`src/include/wr_guard_macros.svh`:
```
// Sizing constants for the write guard, included by its packages and RTL
`ifndef WR_GUARD_MACROS_SVH
`define WR_GUARD_MACROS_SVH

// Linked-data entries, one per outstanding write
`define WR_GUARD_MAX_TXNS 4

// Head-tail entries, one per active ID
`define WR_GUARD_HT_CAP 4

// Bus field widths
`define WR_GUARD_ID_W 4
`define WR_GUARD_LEN_W 8

// Budget counter width
`define WR_GUARD_CNT_W 11

// Countdown prescaler, must be a power of two
`define WR_GUARD_PRESC_DIV 4

`endif

```
`src/logic/wr_bus_pkg.sv`:
```
// Field types of the monitored AW and B channels, shared by guard RTL and testbench
`include "wr_guard_macros.svh"

package wr_bus_pkg;

  // Transaction ID, same width on AW and B
  typedef logic [`WR_GUARD_ID_W-1:0] id_t;

  // AW burst length, beats minus one
  typedef logic [`WR_GUARD_LEN_W-1:0] len_t;

endpackage

```
`src/logic/wr_track_pkg.sv`:
```
// Tracker table, index, counter and interrupt types used across the write guard
`include "wr_guard_macros.svh"

package wr_track_pkg;

  // Table indices
  typedef logic [$clog2(`WR_GUARD_HT_CAP)-1:0] ht_idx_t;
  typedef logic [$clog2(`WR_GUARD_MAX_TXNS)-1:0] ld_idx_t;

  // Remaining budget of one write, in prescaled ticks
  typedef logic [`WR_GUARD_CNT_W-1:0] cnt_t;

  // Per-ID list descriptor
  typedef struct packed {
    wr_bus_pkg::id_t id;
    ld_idx_t         head;
    ld_idx_t         tail;
    logic            free;
  } head_tail_t;

  // One outstanding write, chained by next
  typedef struct packed {
    wr_bus_pkg::id_t  id;
    wr_bus_pkg::len_t len;
    cnt_t             counter;
    ld_idx_t          next;
    logic             free;
  } linked_data_t;

  // Reason latched with the interrupt
  typedef enum logic [1:0] {
    IRQ_NONE          = 2'd0,
    IRQ_WR_TIMEOUT    = 2'd1,
    IRQ_UNWANTED_RESP = 2'd2
  } irq_cause_e;

endpackage

```
`src/logic/wr_txn_manager.sv`:
```
// Next-state logic for the write tracker tables: enqueue, dequeue, timeout and error flush
`timescale 1ns/10ps
`include "wr_guard_macros.svh"

module wr_txn_manager (
  input  logic                                             wr_en_i,
  input  wr_bus_pkg::id_t                                  aw_id_i,
  input  wr_bus_pkg::len_t                                 aw_len_i,
  input  logic                                             b_valid_i,
  input  logic                                             b_ready_i,
  input  wr_bus_pkg::id_t                                  b_id_i,
  input  logic                                             id_exists_i,
  input  wr_track_pkg::ht_idx_t                            rsp_idx_i,
  input  logic                                             no_in_id_match_i,
  input  wr_track_pkg::ht_idx_t                            match_in_idx_i,
  input  wr_track_pkg::ht_idx_t                            head_tail_free_idx_i,
  input  wr_track_pkg::ld_idx_t                            linked_data_free_idx_i,
  input  wr_track_pkg::cnt_t                               accum_budget_i,
  input  wr_track_pkg::head_tail_t [`WR_GUARD_HT_CAP-1:0]    head_tail_q_i,
  input  wr_track_pkg::linked_data_t [`WR_GUARD_MAX_TXNS-1:0] linked_data_q_i,
  output wr_track_pkg::head_tail_t [`WR_GUARD_HT_CAP-1:0]    head_tail_d_o,
  output wr_track_pkg::linked_data_t [`WR_GUARD_MAX_TXNS-1:0] linked_data_d_o,
  output logic                                             timeout_o,
  output logic                                             unwanted_o,
  output wr_bus_pkg::id_t                                  offending_id_o,
  output logic                                             latency_valid_o,
  output wr_track_pkg::cnt_t                               latency_o
);

  localparam int unsigned LenShift = $clog2(`WR_GUARD_PRESC_DIV);

  logic                  b_taken;
  logic                  error;
  logic                  pop_last;
  logic                  reopen;
  wr_track_pkg::ld_idx_t head_idx;
  wr_track_pkg::ht_idx_t new_ht_idx;
  wr_track_pkg::cnt_t    txn_budget;

  assign b_taken  = b_valid_i && b_ready_i;
  assign head_idx = head_tail_q_i[rsp_idx_i].head;
  assign pop_last = head_idx == head_tail_q_i[rsp_idx_i].tail;

  // Budget covers everything queued ahead plus this burst
  assign txn_budget = accum_budget_i + wr_track_pkg::cnt_t'(aw_len_i >> LenShift) +
                      wr_track_pkg::cnt_t'(2);

  // Expiry scan, the highest expired index names the offender
  always_comb begin
    timeout_o      = 1'b0;
    offending_id_o = b_id_i;
    for (int i = 0; i < `WR_GUARD_MAX_TXNS; i++) begin
      if (!linked_data_q_i[i].free && linked_data_q_i[i].counter == '0) begin
        timeout_o      = 1'b1;
        offending_id_o = linked_data_q_i[i].id;
      end
    end
  end

  // A B during a timeout is dropped
  assign latency_valid_o = b_taken && !timeout_o && id_exists_i;
  assign unwanted_o      = b_taken && !timeout_o && !id_exists_i;
  assign latency_o       = linked_data_q_i[head_idx].counter;
  assign error           = timeout_o || unwanted_o;

  // Same ID popping its last entry while a new AW arrives for it
  assign reopen = latency_valid_o && pop_last && !no_in_id_match_i &&
                  (rsp_idx_i == match_in_idx_i);
  assign new_ht_idx = no_in_id_match_i ? head_tail_free_idx_i : match_in_idx_i;

  always_comb begin
    head_tail_d_o   = head_tail_q_i;
    linked_data_d_o = linked_data_q_i;

    // Pop the oldest write of the responding ID
    if (latency_valid_o) begin
      linked_data_d_o[head_idx]      = '0;
      linked_data_d_o[head_idx].free = 1'b1;
      if (pop_last) begin
        head_tail_d_o[rsp_idx_i]      = '0;
        head_tail_d_o[rsp_idx_i].free = 1'b1;
      end else begin
        head_tail_d_o[rsp_idx_i].head = linked_data_q_i[head_idx].next;
      end
    end

    // Append the accepted AW to its ID list
    if (wr_en_i) begin
      if (no_in_id_match_i || reopen) begin
        head_tail_d_o[new_ht_idx] = '{
          id:   aw_id_i,
          head: linked_data_free_idx_i,
          tail: linked_data_free_idx_i,
          free: 1'b0
        };
      end else begin
        linked_data_d_o[head_tail_q_i[match_in_idx_i].tail].next = linked_data_free_idx_i;
        head_tail_d_o[match_in_idx_i].tail = linked_data_free_idx_i;
      end
      linked_data_d_o[linked_data_free_idx_i] = '{
        id:      aw_id_i,
        len:     aw_len_i,
        counter: txn_budget,
        next:    '0,
        free:    1'b0
      };
    end

    // Any error empties both tables, enqueue included
    if (error) begin
      for (int i = 0; i < `WR_GUARD_MAX_TXNS; i++) begin
        linked_data_d_o[i]      = '0;
        linked_data_d_o[i].free = 1'b1;
      end
      for (int i = 0; i < `WR_GUARD_HT_CAP; i++) begin
        head_tail_d_o[i]      = '0;
        head_tail_d_o[i].free = 1'b1;
      end
    end
  end

endmodule

```
`src/logic/wr_txn_tables.sv`:
```
// Tracker table registers with searches, budget sum, prescaled countdown and AW gating
`timescale 1ns/10ps
`include "wr_guard_macros.svh"

module wr_txn_tables (
  input  logic                                              clk_i,
  input  logic                                              rst_n_i,
  input  logic                                              mst_aw_valid_i,
  input  logic                                              slv_aw_ready_i,
  input  wr_bus_pkg::id_t                                   aw_id_i,
  input  wr_bus_pkg::len_t                                  aw_len_i,
  input  wr_bus_pkg::id_t                                   b_id_i,
  input  wr_track_pkg::head_tail_t [`WR_GUARD_HT_CAP-1:0]     head_tail_d_i,
  input  wr_track_pkg::linked_data_t [`WR_GUARD_MAX_TXNS-1:0] linked_data_d_i,
  output logic                                              mst_aw_ready_o,
  output logic                                              slv_aw_valid_o,
  output logic                                              wr_en_o,
  output logic                                              id_exists_o,
  output wr_track_pkg::ht_idx_t                             rsp_idx_o,
  output logic                                              no_in_id_match_o,
  output wr_track_pkg::ht_idx_t                             match_in_idx_o,
  output wr_track_pkg::ht_idx_t                             head_tail_free_idx_o,
  output wr_track_pkg::ld_idx_t                             linked_data_free_idx_o,
  output wr_track_pkg::cnt_t                                accum_budget_o,
  output wr_track_pkg::head_tail_t [`WR_GUARD_HT_CAP-1:0]     head_tail_q_o,
  output wr_track_pkg::linked_data_t [`WR_GUARD_MAX_TXNS-1:0] linked_data_q_o
);

  localparam int unsigned PrescW   = $clog2(`WR_GUARD_PRESC_DIV);
  localparam int unsigned LenShift = $clog2(`WR_GUARD_PRESC_DIV);

  logic [PrescW-1:0] presc_q;
  logic              presc_tick;
  logic              ht_full;
  logic              ld_full;
  logic              full;

  assign presc_tick = presc_q == PrescW'(`WR_GUARD_PRESC_DIV - 1);

  // Lowest-index free slots, scanned downwards so the lowest wins
  always_comb begin
    ht_full              = 1'b1;
    ld_full              = 1'b1;
    head_tail_free_idx_o = '0;
    linked_data_free_idx_o = '0;
    for (int i = `WR_GUARD_HT_CAP - 1; i >= 0; i--) begin
      if (head_tail_q_o[i].free) begin
        ht_full              = 1'b0;
        head_tail_free_idx_o = wr_track_pkg::ht_idx_t'(i);
      end
    end
    for (int i = `WR_GUARD_MAX_TXNS - 1; i >= 0; i--) begin
      if (linked_data_q_o[i].free) begin
        ld_full                = 1'b0;
        linked_data_free_idx_o = wr_track_pkg::ld_idx_t'(i);
      end
    end
  end

  // ID lookups for AW and B, plus the outstanding budget
  always_comb begin
    no_in_id_match_o = 1'b1;
    match_in_idx_o   = '0;
    id_exists_o      = 1'b0;
    rsp_idx_o        = '0;
    accum_budget_o   = '0;
    for (int i = 0; i < `WR_GUARD_HT_CAP; i++) begin
      if (!head_tail_q_o[i].free && head_tail_q_o[i].id == aw_id_i) begin
        no_in_id_match_o = 1'b0;
        match_in_idx_o   = wr_track_pkg::ht_idx_t'(i);
      end
      if (!head_tail_q_o[i].free && head_tail_q_o[i].id == b_id_i) begin
        id_exists_o = 1'b1;
        rsp_idx_o   = wr_track_pkg::ht_idx_t'(i);
      end
    end
    for (int i = 0; i < `WR_GUARD_MAX_TXNS; i++) begin
      if (!linked_data_q_o[i].free) begin
        accum_budget_o = accum_budget_o +
                         wr_track_pkg::cnt_t'(linked_data_q_o[i].len >> LenShift);
      end
    end
  end

  assign full           = ht_full || ld_full;
  assign mst_aw_ready_o = slv_aw_ready_i && !full;
  assign slv_aw_valid_o = mst_aw_valid_i && !full;
  assign wr_en_o        = mst_aw_valid_i && mst_aw_ready_o;

  always_ff @(posedge clk_i or negedge rst_n_i) begin
    if (!rst_n_i) begin
      presc_q <= '0;
      for (int i = 0; i < `WR_GUARD_HT_CAP; i++) begin
        head_tail_q_o[i]      <= '0;
        head_tail_q_o[i].free <= 1'b1;
      end
      for (int i = 0; i < `WR_GUARD_MAX_TXNS; i++) begin
        linked_data_q_o[i]      <= '0;
        linked_data_q_o[i].free <= 1'b1;
      end
    end else begin
      // Wraps at the division since it is a power of two
      presc_q       <= presc_q + 1'b1;
      head_tail_q_o <= head_tail_d_i;
      for (int i = 0; i < `WR_GUARD_MAX_TXNS; i++) begin
        linked_data_q_o[i] <= linked_data_d_i[i];
        if (presc_tick && !linked_data_d_i[i].free && linked_data_d_i[i].counter != '0) begin
          linked_data_q_o[i].counter <= linked_data_d_i[i].counter - 1'b1;
        end
      end
    end
  end

endmodule

```
`src/logic/wr_guard_regs.sv`:
```
// Sticky interrupt status and last write latency, cleared by a software pulse
`timescale 1ns/10ps

module wr_guard_regs (
  input  logic                     clk_i,
  input  logic                     rst_n_i,
  input  logic                     timeout_i,
  input  logic                     unwanted_i,
  input  wr_bus_pkg::id_t          offending_id_i,
  input  logic                     latency_valid_i,
  input  wr_track_pkg::cnt_t       latency_i,
  input  logic                     irq_clr_i,
  output logic                     irq_o,
  output wr_track_pkg::irq_cause_e irq_cause_o,
  output wr_bus_pkg::id_t          irq_txn_id_o,
  output wr_track_pkg::cnt_t       latency_o
);

  logic                     irq_q;
  wr_track_pkg::irq_cause_e cause_q;
  wr_bus_pkg::id_t          txn_id_q;
  wr_track_pkg::cnt_t       latency_q;
  logic                     event_hit;

  assign event_hit = timeout_i || unwanted_i;

  always_ff @(posedge clk_i or negedge rst_n_i) begin
    if (!rst_n_i) begin
      irq_q    <= 1'b0;
      cause_q  <= wr_track_pkg::IRQ_NONE;
      txn_id_q <= '0;
    end else if (irq_clr_i) begin
      // Clear beats an event in the same cycle
      irq_q    <= 1'b0;
      cause_q  <= wr_track_pkg::IRQ_NONE;
      txn_id_q <= '0;
    end else if (event_hit && !irq_q) begin
      // Only the first cause is kept until cleared
      irq_q    <= 1'b1;
      cause_q  <= timeout_i ? wr_track_pkg::IRQ_WR_TIMEOUT : wr_track_pkg::IRQ_UNWANTED_RESP;
      txn_id_q <= offending_id_i;
    end
  end

  always_ff @(posedge clk_i or negedge rst_n_i) begin
    if (!rst_n_i) begin
      latency_q <= '0;
    end else if (latency_valid_i) begin
      latency_q <= latency_i;
    end
  end

  assign irq_o        = irq_q;
  assign irq_cause_o  = cause_q;
  assign irq_txn_id_o = txn_id_q;
  assign latency_o    = latency_q;

endmodule

```
`src/logic/wr_guard_top.sv`:
```
// Write guard top level between manager and subordinate, the DUT of the testbench
`timescale 1ns/10ps
`include "wr_guard_macros.svh"

module wr_guard_top (
  input  logic                     clk_i,
  input  logic                     rst_n_i,
  input  logic                     mst_aw_valid_i,
  input  wr_bus_pkg::id_t          mst_aw_id_i,
  input  wr_bus_pkg::len_t         mst_aw_len_i,
  input  logic                     slv_aw_ready_i,
  input  logic                     slv_b_valid_i,
  input  wr_bus_pkg::id_t          slv_b_id_i,
  input  logic                     mst_b_ready_i,
  input  logic                     irq_clr_i,
  output logic                     mst_aw_ready_o,
  output logic                     slv_aw_valid_o,
  output wr_bus_pkg::id_t          slv_aw_id_o,
  output wr_bus_pkg::len_t         slv_aw_len_o,
  output logic                     mst_b_valid_o,
  output wr_bus_pkg::id_t          mst_b_id_o,
  output logic                     slv_b_ready_o,
  output logic                     irq_o,
  output wr_track_pkg::irq_cause_e irq_cause_o,
  output wr_bus_pkg::id_t          irq_txn_id_o,
  output wr_track_pkg::cnt_t       latency_o
);

  wr_track_pkg::head_tail_t [`WR_GUARD_HT_CAP-1:0]     head_tail_q;
  wr_track_pkg::head_tail_t [`WR_GUARD_HT_CAP-1:0]     head_tail_d;
  wr_track_pkg::linked_data_t [`WR_GUARD_MAX_TXNS-1:0] linked_data_q;
  wr_track_pkg::linked_data_t [`WR_GUARD_MAX_TXNS-1:0] linked_data_d;

  logic                  wr_en;
  logic                  id_exists;
  logic                  no_in_id_match;
  logic                  timeout;
  logic                  unwanted;
  logic                  latency_valid;
  wr_track_pkg::ht_idx_t rsp_idx;
  wr_track_pkg::ht_idx_t match_in_idx;
  wr_track_pkg::ht_idx_t ht_free_idx;
  wr_track_pkg::ld_idx_t ld_free_idx;
  wr_track_pkg::cnt_t    accum_budget;
  wr_track_pkg::cnt_t    latency;
  wr_bus_pkg::id_t       offending_id;

  // Payload and B channel go straight through
  assign slv_aw_id_o   = mst_aw_id_i;
  assign slv_aw_len_o  = mst_aw_len_i;
  assign mst_b_valid_o = slv_b_valid_i;
  assign mst_b_id_o    = slv_b_id_i;
  assign slv_b_ready_o = mst_b_ready_i;

  wr_txn_tables u_tables (
    .clk_i                  (clk_i),
    .rst_n_i                (rst_n_i),
    .mst_aw_valid_i         (mst_aw_valid_i),
    .slv_aw_ready_i         (slv_aw_ready_i),
    .aw_id_i                (mst_aw_id_i),
    .aw_len_i               (mst_aw_len_i),
    .b_id_i                 (slv_b_id_i),
    .head_tail_d_i          (head_tail_d),
    .linked_data_d_i        (linked_data_d),
    .mst_aw_ready_o         (mst_aw_ready_o),
    .slv_aw_valid_o         (slv_aw_valid_o),
    .wr_en_o                (wr_en),
    .id_exists_o            (id_exists),
    .rsp_idx_o              (rsp_idx),
    .no_in_id_match_o       (no_in_id_match),
    .match_in_idx_o         (match_in_idx),
    .head_tail_free_idx_o   (ht_free_idx),
    .linked_data_free_idx_o (ld_free_idx),
    .accum_budget_o         (accum_budget),
    .head_tail_q_o          (head_tail_q),
    .linked_data_q_o        (linked_data_q)
  );

  wr_txn_manager u_manager (
    .wr_en_i                (wr_en),
    .aw_id_i                (mst_aw_id_i),
    .aw_len_i               (mst_aw_len_i),
    .b_valid_i              (slv_b_valid_i),
    .b_ready_i              (mst_b_ready_i),
    .b_id_i                 (slv_b_id_i),
    .id_exists_i            (id_exists),
    .rsp_idx_i              (rsp_idx),
    .no_in_id_match_i       (no_in_id_match),
    .match_in_idx_i         (match_in_idx),
    .head_tail_free_idx_i   (ht_free_idx),
    .linked_data_free_idx_i (ld_free_idx),
    .accum_budget_i         (accum_budget),
    .head_tail_q_i          (head_tail_q),
    .linked_data_q_i        (linked_data_q),
    .head_tail_d_o          (head_tail_d),
    .linked_data_d_o        (linked_data_d),
    .timeout_o              (timeout),
    .unwanted_o             (unwanted),
    .offending_id_o         (offending_id),
    .latency_valid_o        (latency_valid),
    .latency_o              (latency)
  );

  wr_guard_regs u_regs (
    .clk_i           (clk_i),
    .rst_n_i         (rst_n_i),
    .timeout_i       (timeout),
    .unwanted_i      (unwanted),
    .offending_id_i  (offending_id),
    .latency_valid_i (latency_valid),
    .latency_i       (latency),
    .irq_clr_i       (irq_clr_i),
    .irq_o           (irq_o),
    .irq_cause_o     (irq_cause_o),
    .irq_txn_id_o    (irq_txn_id_o),
    .latency_o       (latency_o)
  );

endmodule

```
`config.mk`:
```
export PLATFORM = sky130hd
export DESIGN_NAME = wr_guard_top
export DESIGN_NICKNAME = d
export VERILOG_FILES = /design/src/logic/wr_bus_pkg.sv /design/src/logic/wr_track_pkg.sv /design/src/logic/wr_txn_manager.sv /design/src/logic/wr_txn_tables.sv /design/src/logic/wr_guard_regs.sv /design/src/logic/wr_guard_top.sv
export VERILOG_INCLUDE_DIRS = /design/src /design/src/include
export SDC_FILE = /design/constraint.sdc
export NUM_CORES = 1
export LEC_CHECK = 0
export ABC_CLOCK_PERIOD_IN_PS = 16300
export BUFFER_PORTS_ARGS = -buffer_cell sky130_fd_sc_hd__buf_4
export CAP_MARGIN = 20
export CORE_AREA = 2 2 131 159
export DETAILED_ROUTE_END_ITERATION = 10
export DIE_AREA = 0 0 133 161
export PLACE_DENSITY_LB_ADDON = 0.3
export RECOVER_POWER = 50
export SYNTH_ARGS = -nofsm -noshare
export SYNTH_HDL_FRONTEND = slang
export SYNTH_SLANG_ARGS = --single-unit
```
`constraint.sdc`:
```
create_clock -name clk_i -period 16.3 [get_ports clk_i]
set_input_delay 0.815 -clock clk_i [delete_from_list [all_inputs] [get_ports clk_i]]
set_output_delay 0.815 -clock clk_i [all_outputs]
set_load 0.1 [all_outputs]
```
==> results of run 1 <==
[final cells by class]
type / count / area, sq um / share of cell area
multi-input cells: 998 / 6450 / 0.549
repair buffers: 70 / 447 / 0.0380
inverters: 24 / 90.1 / 0.00767
flip-flops and latches: 152 / 3810 / 0.325
clock buffers: 19 / 443 / 0.0377
well taps: 265 / 332 / 0.0282
clock inverters: 13 / 168 / 0.0143
[stage by stage]
stage	std cells	setup WS, ns	instance area, sq um	hold WS, ns
finish	1541	8.90	11700	0.430
global route	1541	7.86	11700	0.448
CTS	1541	8.94	11800	0.427
detailed placement	1509	8.95	11200	0.417
global placement	1509	9.21	11200	0.413
floorplan	1258	9.40	10700	0.401
[cell usage after synthesis (all sizes together) (13+ instances only)]
master and instances:
nand2 164, dfrtp 144, nor2 124, a21oi 92, o21ai 61, nand3 54
clkbuf 46, xnor2 43, a22oi 40, buf 38, ha 36, nor3 36
xor2 31, and3 25, inv 24, mux2i 20, a211oi 19, nor2b 18
and2 14, mux4 13
[worst reg2reg max path: cells and delay by family (launching register included)]
family / cells / cell delay, ns
adder cells (fa/ha/maj): 6 / 1.83
AND/OR/NAND/NOR: 12 / 2.74
buffers and inverters: 1 / 0.06
AO/OA/AOI/OAI: 7 / 1.60
flip-flops: 1 / 0.47
XOR/XNOR: 3 / 0.61
[worst max-delay path by stage]
stage | cells past startpoint | endpoint | slack (ns)
floorplan | 30 | u_tables.linked_data_q_o[38] | 9.40
global placement | 29 | u_tables.linked_data_q_o[38] | 9.21
detailed placement | 29 | u_tables.linked_data_q_o[38] | 8.95
CTS | 29 | u_tables.linked_data_q_o[38] | 8.94
global route | 2 | u_tables.linked_data_q_o[45] | 7.86
finish | 29 | u_tables.linked_data_q_o[38] | 8.90
[routing by layer]
layer,global-route usage,vias up
met5,0,-
met4,0.156,0
met3,0.0521,119
met2,0.511,478
met1,0.407,4798
li1,-,4543
[cells by family (layout without fill, tap and decap cells)]
family | Yosys count | count (layout) | synth area share
AOI/OAI and AO/OA | 319 | 319 | 0.195
muxes | 41 | 41 | 0.0543
xor gates and xnor gates | 74 | 74 | 0.0604
adders and majority gates | 40 | 40 | 0.0494
and+or+nand+nor | 524 | 524 | 0.240
buffers and inverters | 108 | 126 | 0.0455
DFF | 152 | 152 | 0.355
[power by group through the flow]
stage	clock network, uW	registers [uW]	logic (uW)
finish	418	519	795
floorplan	0	570	519
global placement	0	520	776
detailed placement	0	521	787
global route	438	527	853
CTS	420	517	790
[sequential cells by signal, summed over array words and instances, names as in the netlist]
signal,count
u_tables.linked_data_q_o,96
u_tables.head_tail_q_o,36
u_regs.latency_o,11
u_regs.irq_txn_id_o,4
u_regs.irq_cause_o,2
u_tables.presc_q,2
u_regs.irq_o,1
==> flow_metrics.env, run 1 <==
export IMPL_run_status="finished with violations"
export IMPL_failing_checks="capacitance limit, slew limit"
export IMPL_r2r_slack_ns=8.90
export IMPL_final_core_utilization=0.590
export IMPL_layout_worst_path_cycle_share=0.454
export IMPL_port_buffers=56
export IMPL_pwr_share_comb=0.459
export IMPL_chip_width_um=133
export IMPL_power_share_clock=0.242
export IMPL_drive_above_1_share=0.113
export IMPL_total_power_uw=1730
export IMPL_largest_area_contributor_in_the_netlist="sky130_fd_sc_hd__dfrtp_1"
export IMPL_critical_path_top_cell_by_count="sky130_fd_sc_hd__ha_1"
export IMPL_r2r_end="u_tables.linked_data_q_o[38]"
export IMPL_grt_pass1_wl_um=52900
export IMPL_syn_mean_instance_area_sq_um=8.53
export IMPL_die_area_sq_um=21400
export IMPL_drcViolationCount=0
export IMPL_synth_area_sq_um=10700
export IMPL_ys_top_cells_by_area="sky130_fd_sc_hd__dfrtp_1, sky130_fd_sc_hd__nand2_1, sky130_fd_sc_hd__nor2_1"
export IMPL_syn2layout_area_growth_pct=9.41
export IMPL_power_per_cell_area_nw_per_um2=148
export IMPL_ant_nets=0
export IMPL_worst_setup_path_start_kind="register"
export IMPL_detailroute_via_count=9938
export IMPL_clk_root_buffer_cell="sky130_fd_sc_hd__clkbuf_16"
export IMPL_numClockSinks=152
export IMPL_vias_in_the_first_global_route=9774
export IMPL_postCtsSetupRepairBufs=0
export IMPL_tritoncts="done"
export IMPL_synth_edff_count=0
export IMPL_core_region_area_sq_um=19900
export IMPL_detailroute_wirelength_met3_um=2450
export IMPL_final_max_slew_viol_count=155
export IMPL_initial_antenna_violation_count=0
export IMPL_static_leakage_power_uw=0.00507
export IMPL_fin_crit_ns=7.40
export IMPL_yosys_area_top_type_share=0.336
export IMPL_critical_path_max_stage_delay_ns=0.54
export IMPL_max_slew_margin=-2.65
export IMPL_cp_buffers_inverters=1
export IMPL_route_detailed_wl_per_inst_um=21.4
export IMPL_post_drt_via_cell_ratio=6.45
export IMPL_achievable_frequency_ghz=0.135
export IMPL_netSwitchingPower_uw=801
export IMPL_cts_made_buffers=17
export IMPL_layout_cells_most_common_list="sky130_fd_sc_hd__nand2_1, sky130_fd_sc_hd__dfrtp_1, sky130_fd_sc_hd__nor2_1, sky130_fd_sc_hd__a21oi_1, sky130_fd_sc_hd__o21ai_0"
export IMPL_switching_share=0.463
export IMPL_timing_hold_worst_start="u_tables.presc_q[0]"
export IMPL_most_common_library_cell_in_the_layout_ignoring_fill_and_taps="sky130_fd_sc_hd__nand2_1"
export IMPL_timing_hold_worst_endpoint="u_tables.presc_q[0]"
export IMPL_clkTransAtPathRegs_ns=0.06
export IMPL_final_nets=1326
export IMPL_max_cap_viols=2
export IMPL_setup_viol=0
export IMPL_gp_congestion=1.00
export IMPL_synth_ff_type="sky130_fd_sc_hd__dfrtp_1"
export IMPL_critical_path_max_fanout=16
export IMPL_synth_warning_count=0
export IMPL_place_detailed_hpwl_um=23200
export IMPL_antenna_diode_count=0
export IMPL_vdd_ir_drop_worst_v=0.000101
export IMPL_intPower_uw=931
export IMPL_synthesis_instances=1258
export IMPL_fin_skew_ns=0.0114
export IMPL_postSynthNetCount=1321
export IMPL_crit_path_top_delay_cell="sky130_fd_sc_hd__or4b_4"
export IMPL_clk_insertion_delay_late_ns=0.44
export IMPL_ff2ff_path_depth=29
export IMPL_worstPathArrival_ns=7.72
export IMPL_postSynthRegisterBits=152
export IMPL_finalWirelength_um=33000
export IMPL_timing_critical_path_required_ns=16.62
export IMPL_totalNegativeSetupSlack_ns=0
export IMPL_met2WireLength_um=15600
export IMPL_worst_path_dominant_cell_family="simple AND/OR/NAND/NOR gates"
export IMPL_count_of_filler_cells_inserted_in_the_layout=1844
export IMPL_ctsHtreeMaxLevel=4
export IMPL_timing_final_hold_violations=0
export IMPL_cts_hold_repair_buffers=0
export IMPL_tightest_slew_ns=5.48
export IMPL_netlist_cell_type_count=87
export IMPL_clock_path_buffers=2
export IMPL_worst_hold_path_type="register to register"
export IMPL_ys_seq_area_frac=0.355
export IMPL_drt_first_pass_iters=7
export IMPL_remaining_overflow_grt=0
export IMPL_die_height_um=161
export IMPL_post_cts_resized=0
export IMPL_power_sequential_fraction=0.299
export IMPL_crit_reg2reg_launch="u_tables.linked_data_q_o[0]"
export IMPL_synth_async_sr_flop_share=1.00
export IMPL_end_kind="register"
export IMPL_min_delay_path_depth=1
export IMPL_highest_signal_layer="met4"
export IMPL_routed_metal_1_wire_length_um=13400
export IMPL_critPathLaunch="u_tables.linked_data_q_o[0]"
export IMPL_initial_utilization=0.539
export IMPL_worstSetupPathType="register to register"
export IMPL_row_count=57
export IMPL_drt_iter0_drc=902
export IMPL_grtUsageTotal=0.314
export IMPL_rsz0062_at_grt="false"
export IMPL_pin_count=61
export IMPL_pin_count_of_the_biggest_net_entering_global_routing=98
Power figures use the tool's default switching activity.
==> run 2: changes to the inputs <==
--- a/config.mk
+++ b/config.mk
@@ -6,7 +6,7 @@
 export SDC_FILE = /design/constraint.sdc
 export NUM_CORES = 1
 export LEC_CHECK = 0
-export ABC_CLOCK_PERIOD_IN_PS = 16300
+export ABC_CLOCK_PERIOD_IN_PS = 6050
 export BUFFER_PORTS_ARGS = -buffer_cell sky130_fd_sc_hd__buf_4
 export CAP_MARGIN = 20
 export CORE_AREA = 2 2 131 159
==> constraint.sdc (replaced) <==
create_clock -name clk_i -period 6.05 [get_ports clk_i]
set_input_delay 0.3025 -clock clk_i [delete_from_list [all_inputs] [get_ports clk_i]]
set_output_delay 0.3025 -clock clk_i [all_outputs]
set_load 0.1 [all_outputs]
==> flow_metrics.env, run 2 (synthesized netlist as in run 1, its figures left out) <==
export IMPL_clk_root_buffer_cell="sky130_fd_sc_hd__clkbuf_16"
export IMPL_clk_insertion_delay_late_ns=0.44
export IMPL_area_of_the_multi_input_gates_sq_um=7000
export IMPL_vdd_ir_drop_worst_v=0.000306
export IMPL_antenna_diode_count=0
export IMPL_worst_setup_path_start_kind="register"
export IMPL_drive_above_1_share=0.216
export IMPL_power_share_clock=0.215
export IMPL_power_sequential_fraction=0.275
export IMPL_syn2layout_area_growth_pct=20.9
export IMPL_final_design_area_no_fill_sq_um=13000
export IMPL_place_detailed_hpwl_um=24400
export IMPL_cp_buffers_inverters=5
export IMPL_final_core_utilization=0.652
export IMPL_fin_crit_ns=6.36
export IMPL_pin_count=61
export IMPL_largest_register_ff_count=96
export IMPL_chip_width_um=133
export IMPL_drcViolationCount=0
export IMPL_critical_path_max_stage_delay_ns=0.57
export IMPL_final_nets=1425
export IMPL_tritoncts="done"
export IMPL_setup_viol=42
export IMPL_worstSetupPathType="register to register"
export IMPL_fin_skew_ns=0.0120
export IMPL_pin_count_of_the_biggest_net_entering_global_routing=78
export IMPL_top_register_by_number_of_flip_flops="u_tables.linked_data_q_o"
export IMPL_instances_no_fill=1640
export IMPL_end_kind="register"
export IMPL_most_common_library_cell_in_the_layout_ignoring_fill_and_taps="sky130_fd_sc_hd__nand2_1"
export IMPL_grtUsageTotal=0.323
export IMPL_worstPathArrival_ns=6.71
export IMPL_gp_congestion=0.957
export IMPL_switching_share=0.464
export IMPL_port_buffers=56
export IMPL_max_cap_viols=1
export IMPL_layout_worst_path_cycle_share=1.05
export IMPL_min_delay_path_depth=2
export IMPL_detailroute_via_count=10600
export IMPL_critical_path_top_cell_by_count="sky130_fd_sc_hd__buf_4"
export IMPL_drt_first_pass_iters=5
export IMPL_numPlacedInstances=1585
export IMPL_timing_critical_path_required_ns=6.40
export IMPL_post_drt_via_cell_ratio=6.45
export IMPL_clock_path_buffers=2
export IMPL_initial_antenna_violation_count=0
export IMPL_core_region_area_sq_um=19900
export IMPL_route_detailed_wl_per_inst_um=21.4
export IMPL_critical_path_max_fanout=6
export IMPL_layout_cells_most_common_list="sky130_fd_sc_hd__nand2_1, sky130_fd_sc_hd__dfrtp_1, sky130_fd_sc_hd__buf_4, sky130_fd_sc_hd__nor2_1, sky130_fd_sc_hd__a21oi_1"
export IMPL_timing_final_hold_violations=0
export IMPL_cp_num_cells=32
export IMPL_post_dp_cell_area_sq_um=12000
export IMPL_max_slew_margin=-1.79
export IMPL_count_of_filler_cells_inserted_in_the_layout=1640
export IMPL_final_seq_area_sq_um=3810
export IMPL_row_count=57
export IMPL_achievable_frequency_ghz=0.157
export IMPL_initial_utilization=0.539
export IMPL_netSwitchingPower_uw=2320
export IMPL_worst_path_dominant_cell_family="compound AO/OA/AOI/OAI gates"
export IMPL_intPower_uw=2680
export IMPL_pwr_share_comb=0.511
export IMPL_crit_path_top_delay_cell="sky130_fd_sc_hd__dfstp_2"
export IMPL_ant_nets=0
export IMPL_failing_checks="capacitance limit, slew limit, setup timing"
export IMPL_timing_final_ws_setup_ns=-0.312
export IMPL_grt_pass1_wl_um=54400
export IMPL_remaining_overflow_grt=0
export IMPL_finalWirelength_um=35000
export IMPL_ff2ff_path_depth=32
export IMPL_worst_hold_path_type="input pin to register"
export IMPL_tightest_slew_ns=4.19
export IMPL_clkTransAtPathRegs_ns=0.07
export IMPL_die_height_um=161
export IMPL_final_max_slew_viol_count=77
export IMPL_run_status="finished with violations"
export IMPL_rsz0062_at_grt="true"
export IMPL_numClockSinks=152
export IMPL_static_leakage_power_uw=0.00560
export IMPL_die_area_sq_um=21400
export IMPL_drt_iter0_drc=1172
export IMPL_power_per_cell_area_nw_per_um2=385
export IMPL_cts_made_buffers=17
export IMPL_ctsHtreeMaxLevel=4
export IMPL_vias_in_the_first_global_route=10100
-- run 2: changes by cell type in the layout (fill, tap and decap cells not counted), moves of 6 or more --
cell and change:
sky130_fd_sc_hd__a21oi_1 -9, sky130_fd_sc_hd__buf_4 +79, sky130_fd_sc_hd__clkbuf_1 +17, sky130_fd_sc_hd__ha_1 -7, sky130_fd_sc_hd__ha_4 +7, sky130_fd_sc_hd__nor3_1 -6, sky130_fd_sc_hd__o21ai_0 -11, sky130_fd_sc_hd__o21ai_1 +8
-- run 2: path summary, 6_finish.rpt --
| check | startpoint | endpoint | slack (ns) |
|---|---|---|---|
| worst max-delay path | u_tables.linked_data_q_o[0] | u_tables.linked_data_q_o[81] | -0.31 |
| worst min-delay path | irq_clr_i | u_regs.irq_cause_o[1] | 0.09 |
| worst max register to register | u_tables.linked_data_q_o[0] | u_tables.linked_data_q_o[81] | -0.31 |
| worst min register to register | u_tables.presc_q[0] | u_tables.presc_q[0] | 0.43 |
| max in group asynchronous | rst_n_i | u_tables.linked_data_q_o[85] | 1.16 |
| min in group asynchronous | rst_n_i | u_regs.latency_o[4] | 1.90 |
-- run 2: power groups by stage --
stage	clock network, uW	registers, uW	logic (uW)
after floorplan	0	1540	1450
after global placement	0	1370	2340
final	1070	1370	2550
after CTS	1080	1360	2440
after global routing	1130	1390	2710
after detailed placement	0	1380	2380
-- run 2: area by class of cell --
class                           count  area share
Clock buffer                       22      0.0350
Clock inverter                     10     0.00926
Inverter                           24     0.00695
Multi-Input combinational cell    998       0.539
Sequential cell                   152       0.294
Tap cell                          265      0.0256
Timing Repair Buffer              169      0.0897
-- run 2: metal layers --
layer,up-vias,part of all wire,global-route usage
met5,-,0,0
met4,0,0.059,0.174
met3,160,0.072,0.0508
met2,562,0.48,0.536
met1,5109,0.39,0.406
li1,4740,-,-
-- run 2: what timing repair did --
action | 4_1_cts | 5_1_grt
endpoints found under the setup margin | 43 | 44
buffers inserted | 9 | 15
hold endpoints to repair | 71 | 0
gates resized for setup | 37 | 40
hold buffers | 1 | 0
pin swaps | 33 | 40
-- run 2: per-stage QoR --
| stage | TNS (ns) | total power [uW] | worst slack, ns | hold slack (ns) |
|---|---|---|---|---|
| floorplan | -0.173 | 2980 | -0.0827 | 0.00691 |
| global placement | -0.221 | 3720 | -0.0487 | 0.382 |
| detailed placement | -8.29 | 3750 | -0.303 | 0.387 |
| CTS | -0.151 | 4880 | -0.0390 | 0.0846 |
| global route | -18.20 | 5220 | -0.578 | 0.0926 |
| finish | -7.73 | 5000 | -0.312 | 0.0896 |
==> run 3: changes to the inputs <==
--- a/config.mk
+++ b/config.mk
@@ -12,7 +12,7 @@
 export CORE_AREA = 2 2 131 159
 export DETAILED_ROUTE_END_ITERATION = 10
 export DIE_AREA = 0 0 133 161
-export PLACE_DENSITY_LB_ADDON = 0.3
+export PLACE_DENSITY = 0.75
 export RECOVER_POWER = 50
 export SYNTH_ARGS = -nofsm -noshare
 export SYNTH_HDL_FRONTEND = slang
==> flow_metrics.env, run 3 (synthesized netlist as in run 1, its figures left out) <==
export IMPL_worstSetupPathType="register to register"
export IMPL_achievable_frequency_ghz=0.156
export IMPL_drcViolationCount=0
export IMPL_highest_signal_layer="met4"
export IMPL_static_leakage_power_uw=0.00562
export IMPL_max_slew_margin=-2.50
export IMPL_failing_checks="capacitance limit, slew limit, setup timing"
export IMPL_netSwitchingPower_uw=2360
export IMPL_core_region_area_sq_um=19900
export IMPL_numPlacedInstances=1591
export IMPL_largest_register_ff_count=96
export IMPL_die_height_um=161
export IMPL_final_nets=1431
export IMPL_detailroute_via_count=10700
export IMPL_drt_first_pass_iters=8
export IMPL_end_kind="register"
export IMPL_ff2ff_path_depth=30
export IMPL_power_per_cell_area_nw_per_um2=388
export IMPL_setup_viol=43
export IMPL_power_sequential_fraction=0.273
export IMPL_worst_hold_path_type="input pin to register"
export IMPL_worst_setup_path_start_kind="register"
export IMPL_r2r_slack_ns=-0.34
export IMPL_cts_hold_repair_buffers=0
export IMPL_syn2layout_area_growth_pct=20.9
export IMPL_rsz0062_at_grt="true"
export IMPL_gp_congestion=0.987
export IMPL_top_register_by_number_of_flip_flops="u_tables.linked_data_q_o"
export IMPL_count_of_filler_cells_inserted_in_the_layout=1609
export IMPL_initial_utilization=0.539
export IMPL_pin_count=61
export IMPL_holdWs_ns=0.0825
export IMPL_instances_no_fill=1646
export IMPL_routed_metal_1_wire_length_um=13800
export IMPL_post_place_ws_ns=-0.291
export IMPL_intPower_uw=2680
export IMPL_grt_pass1_wl_um=55600
export IMPL_tritoncts="done"
export IMPL_met2WireLength_um=16900
export IMPL_initial_antenna_violation_count=0
export IMPL_area_of_the_multi_input_gates_sq_um=6960
export IMPL_grtUsageTotal=0.331
export IMPL_switching_share=0.468
export IMPL_critical_path_max_fanout=6
export IMPL_most_common_library_cell_in_the_layout_ignoring_fill_and_taps="sky130_fd_sc_hd__nand2_1"
export IMPL_worst_setup_path_endpoint="u_tables.linked_data_q_o[8]"
export IMPL_tightest_slew_ns=5.25
export IMPL_crit_reg2reg_launch="u_tables.linked_data_q_o[16]"
export IMPL_post_drt_via_cell_ratio=6.50
export IMPL_detailroute_wirelength_met3_um=2900
export IMPL_timing_final_ws_setup_ns=-0.344
export IMPL_power_share_clock=0.211
export IMPL_vdd_ir_drop_worst_v=0.000238
export IMPL_drt_iter0_drc=1103
export IMPL_critPathLaunch="u_tables.linked_data_q_o[16]"
export IMPL_crit_path_top_delay_cell="sky130_fd_sc_hd__fa_2"
export IMPL_max_cap_viols=1
export IMPL_drive_above_1_share=0.224
export IMPL_numClockSinks=152
export IMPL_fin_crit_ns=6.39
export IMPL_r2r_end="u_tables.linked_data_q_o[8]"
export IMPL_layout_cells_most_common_list="sky130_fd_sc_hd__nand2_1, sky130_fd_sc_hd__dfrtp_1, sky130_fd_sc_hd__buf_4, sky130_fd_sc_hd__nor2_1, sky130_fd_sc_hd__a21oi_1"
export IMPL_vias_in_the_first_global_route=10300
export IMPL_layout_worst_path_cycle_share=1.06
export IMPL_clkTransAtPathRegs_ns=0.06
export IMPL_finalWirelength_um=35800
export IMPL_chip_width_um=133
export IMPL_worstPathArrival_ns=6.75
export IMPL_critical_path_top_cell_by_count="sky130_fd_sc_hd__ha_4"
export IMPL_pin_count_of_the_biggest_net_entering_global_routing=96
export IMPL_place_detailed_hpwl_um=24800
export IMPL_final_max_slew_viol_count=96
export IMPL_clk_insertion_delay_late_ns=0.43
export IMPL_final_seq_area_sq_um=3810
export IMPL_row_count=57
export IMPL_port_buffers=56
export IMPL_timing_final_hold_violations=0
export IMPL_clk_root_buffer_cell="sky130_fd_sc_hd__clkbuf_16"
export IMPL_remaining_overflow_grt=0
export IMPL_fin_skew_ns=0.0109
export IMPL_die_area_sq_um=21400
export IMPL_ant_nets=0
export IMPL_timing_critical_path_required_ns=6.40
export IMPL_clock_path_buffers=2
export IMPL_cts_made_buffers=17
export IMPL_pwr_share_comb=0.516
export IMPL_run_status="finished with violations"
export IMPL_antenna_diode_count=0
export IMPL_critical_path_max_stage_delay_ns=0.38
export IMPL_ctsHtreeMaxLevel=4
export IMPL_route_detailed_wl_per_inst_um=21.7
==> run 3: worst min path at each step <==
stage | cells past startpoint | from | slack (ns) | to
floorplan | 0 | rst_n_i | 0.007 | u_regs.irq_cause_o[0]
global placement | 1 | u_tables.presc_q[0] | 0.42 | u_tables.presc_q[0]
detailed placement | 1 | u_tables.presc_q[0] | 0.43 | u_tables.presc_q[0]
CTS | 1 | rst_n_i | 0.004 | u_tables.linked_data_q_o[60]
global route | 2 | irq_clr_i | 0.09 | u_regs.irq_txn_id_o[2]
finish | 2 | irq_clr_i | 0.08 | u_regs.irq_txn_id_o[3]
==> run 3: cell type report <==
cell class / instances / area share
timing repair buffer: 175 / 0.0934
inverter: 24 / 0.00694
multi-input combinational: 998 / 0.536
tap: 265 / 0.0255
clock buffer: 21 / 0.0355
sequential: 152 / 0.294
clock inverter: 11 / 0.00858
==> run 3: metal layers <==
metal | vias to the layer above | track usage
li1 | 4747 | -
met1 | 5164 | 0.419
met2 | 614 | 0.538
met3 | 166 | 0.0546
met4 | 0 | 0.193
met5 | - | 0
==> run 3: per-stage QoR <==
| step | util | power (uW) | instance area (sq um) | setup TNS [ns] |
|---|---|---|---|---|
| floorplan | - | 2980 | 10900 | -0.173 |
| global placement | 0.603 | 3740 | 12000 | -0.105 |
| detailed placement | 0.603 | 3780 | 12000 | -8.11 |
| CTS | 0.643 | 4880 | 12800 | -0.124 |
| global route | 0.652 | 5250 | 13000 | -19.40 |
| finish | 0.652 | 5040 | 13000 | -10.67 |
==> run 3: what timing repair did <==
item | in CTS | in global routing
gates resized for setup | 28 | 51
endpoints found under the setup margin | 43 | 44
pin swaps | 29 | 38
buffers inserted | 12 | 11
==> run 3: worst max-delay path, delay by kind of cell (launching register included) <==
| family | cells | cell delay, ns |
|---|---|---|
| AO/OA/AOI/OAI | 9 | 1.83 |
| adder cells (fa/ha/maj) | 6 | 1.75 |
| AND/OR/NAND/NOR | 10 | 1.60 |
| XOR/XNOR | 3 | 0.57 |
| flip-flops | 1 | 0.36 |
| buffers and inverters | 2 | 0.17 |
==> run 3: power groups by stage <==
| stage | logic (uW) | registers, uW | clock network (uW) |
|---|---|---|---|
| final | 2600 | 1370 | 1060 |
| after floorplan | 1450 | 1540 | 0 |
| after global placement | 2370 | 1370 | 0 |
| after CTS | 2450 | 1370 | 1070 |
| after global routing | 2740 | 1390 | 1110 |
| after detailed placement | 2390 | 1380 | 0 |
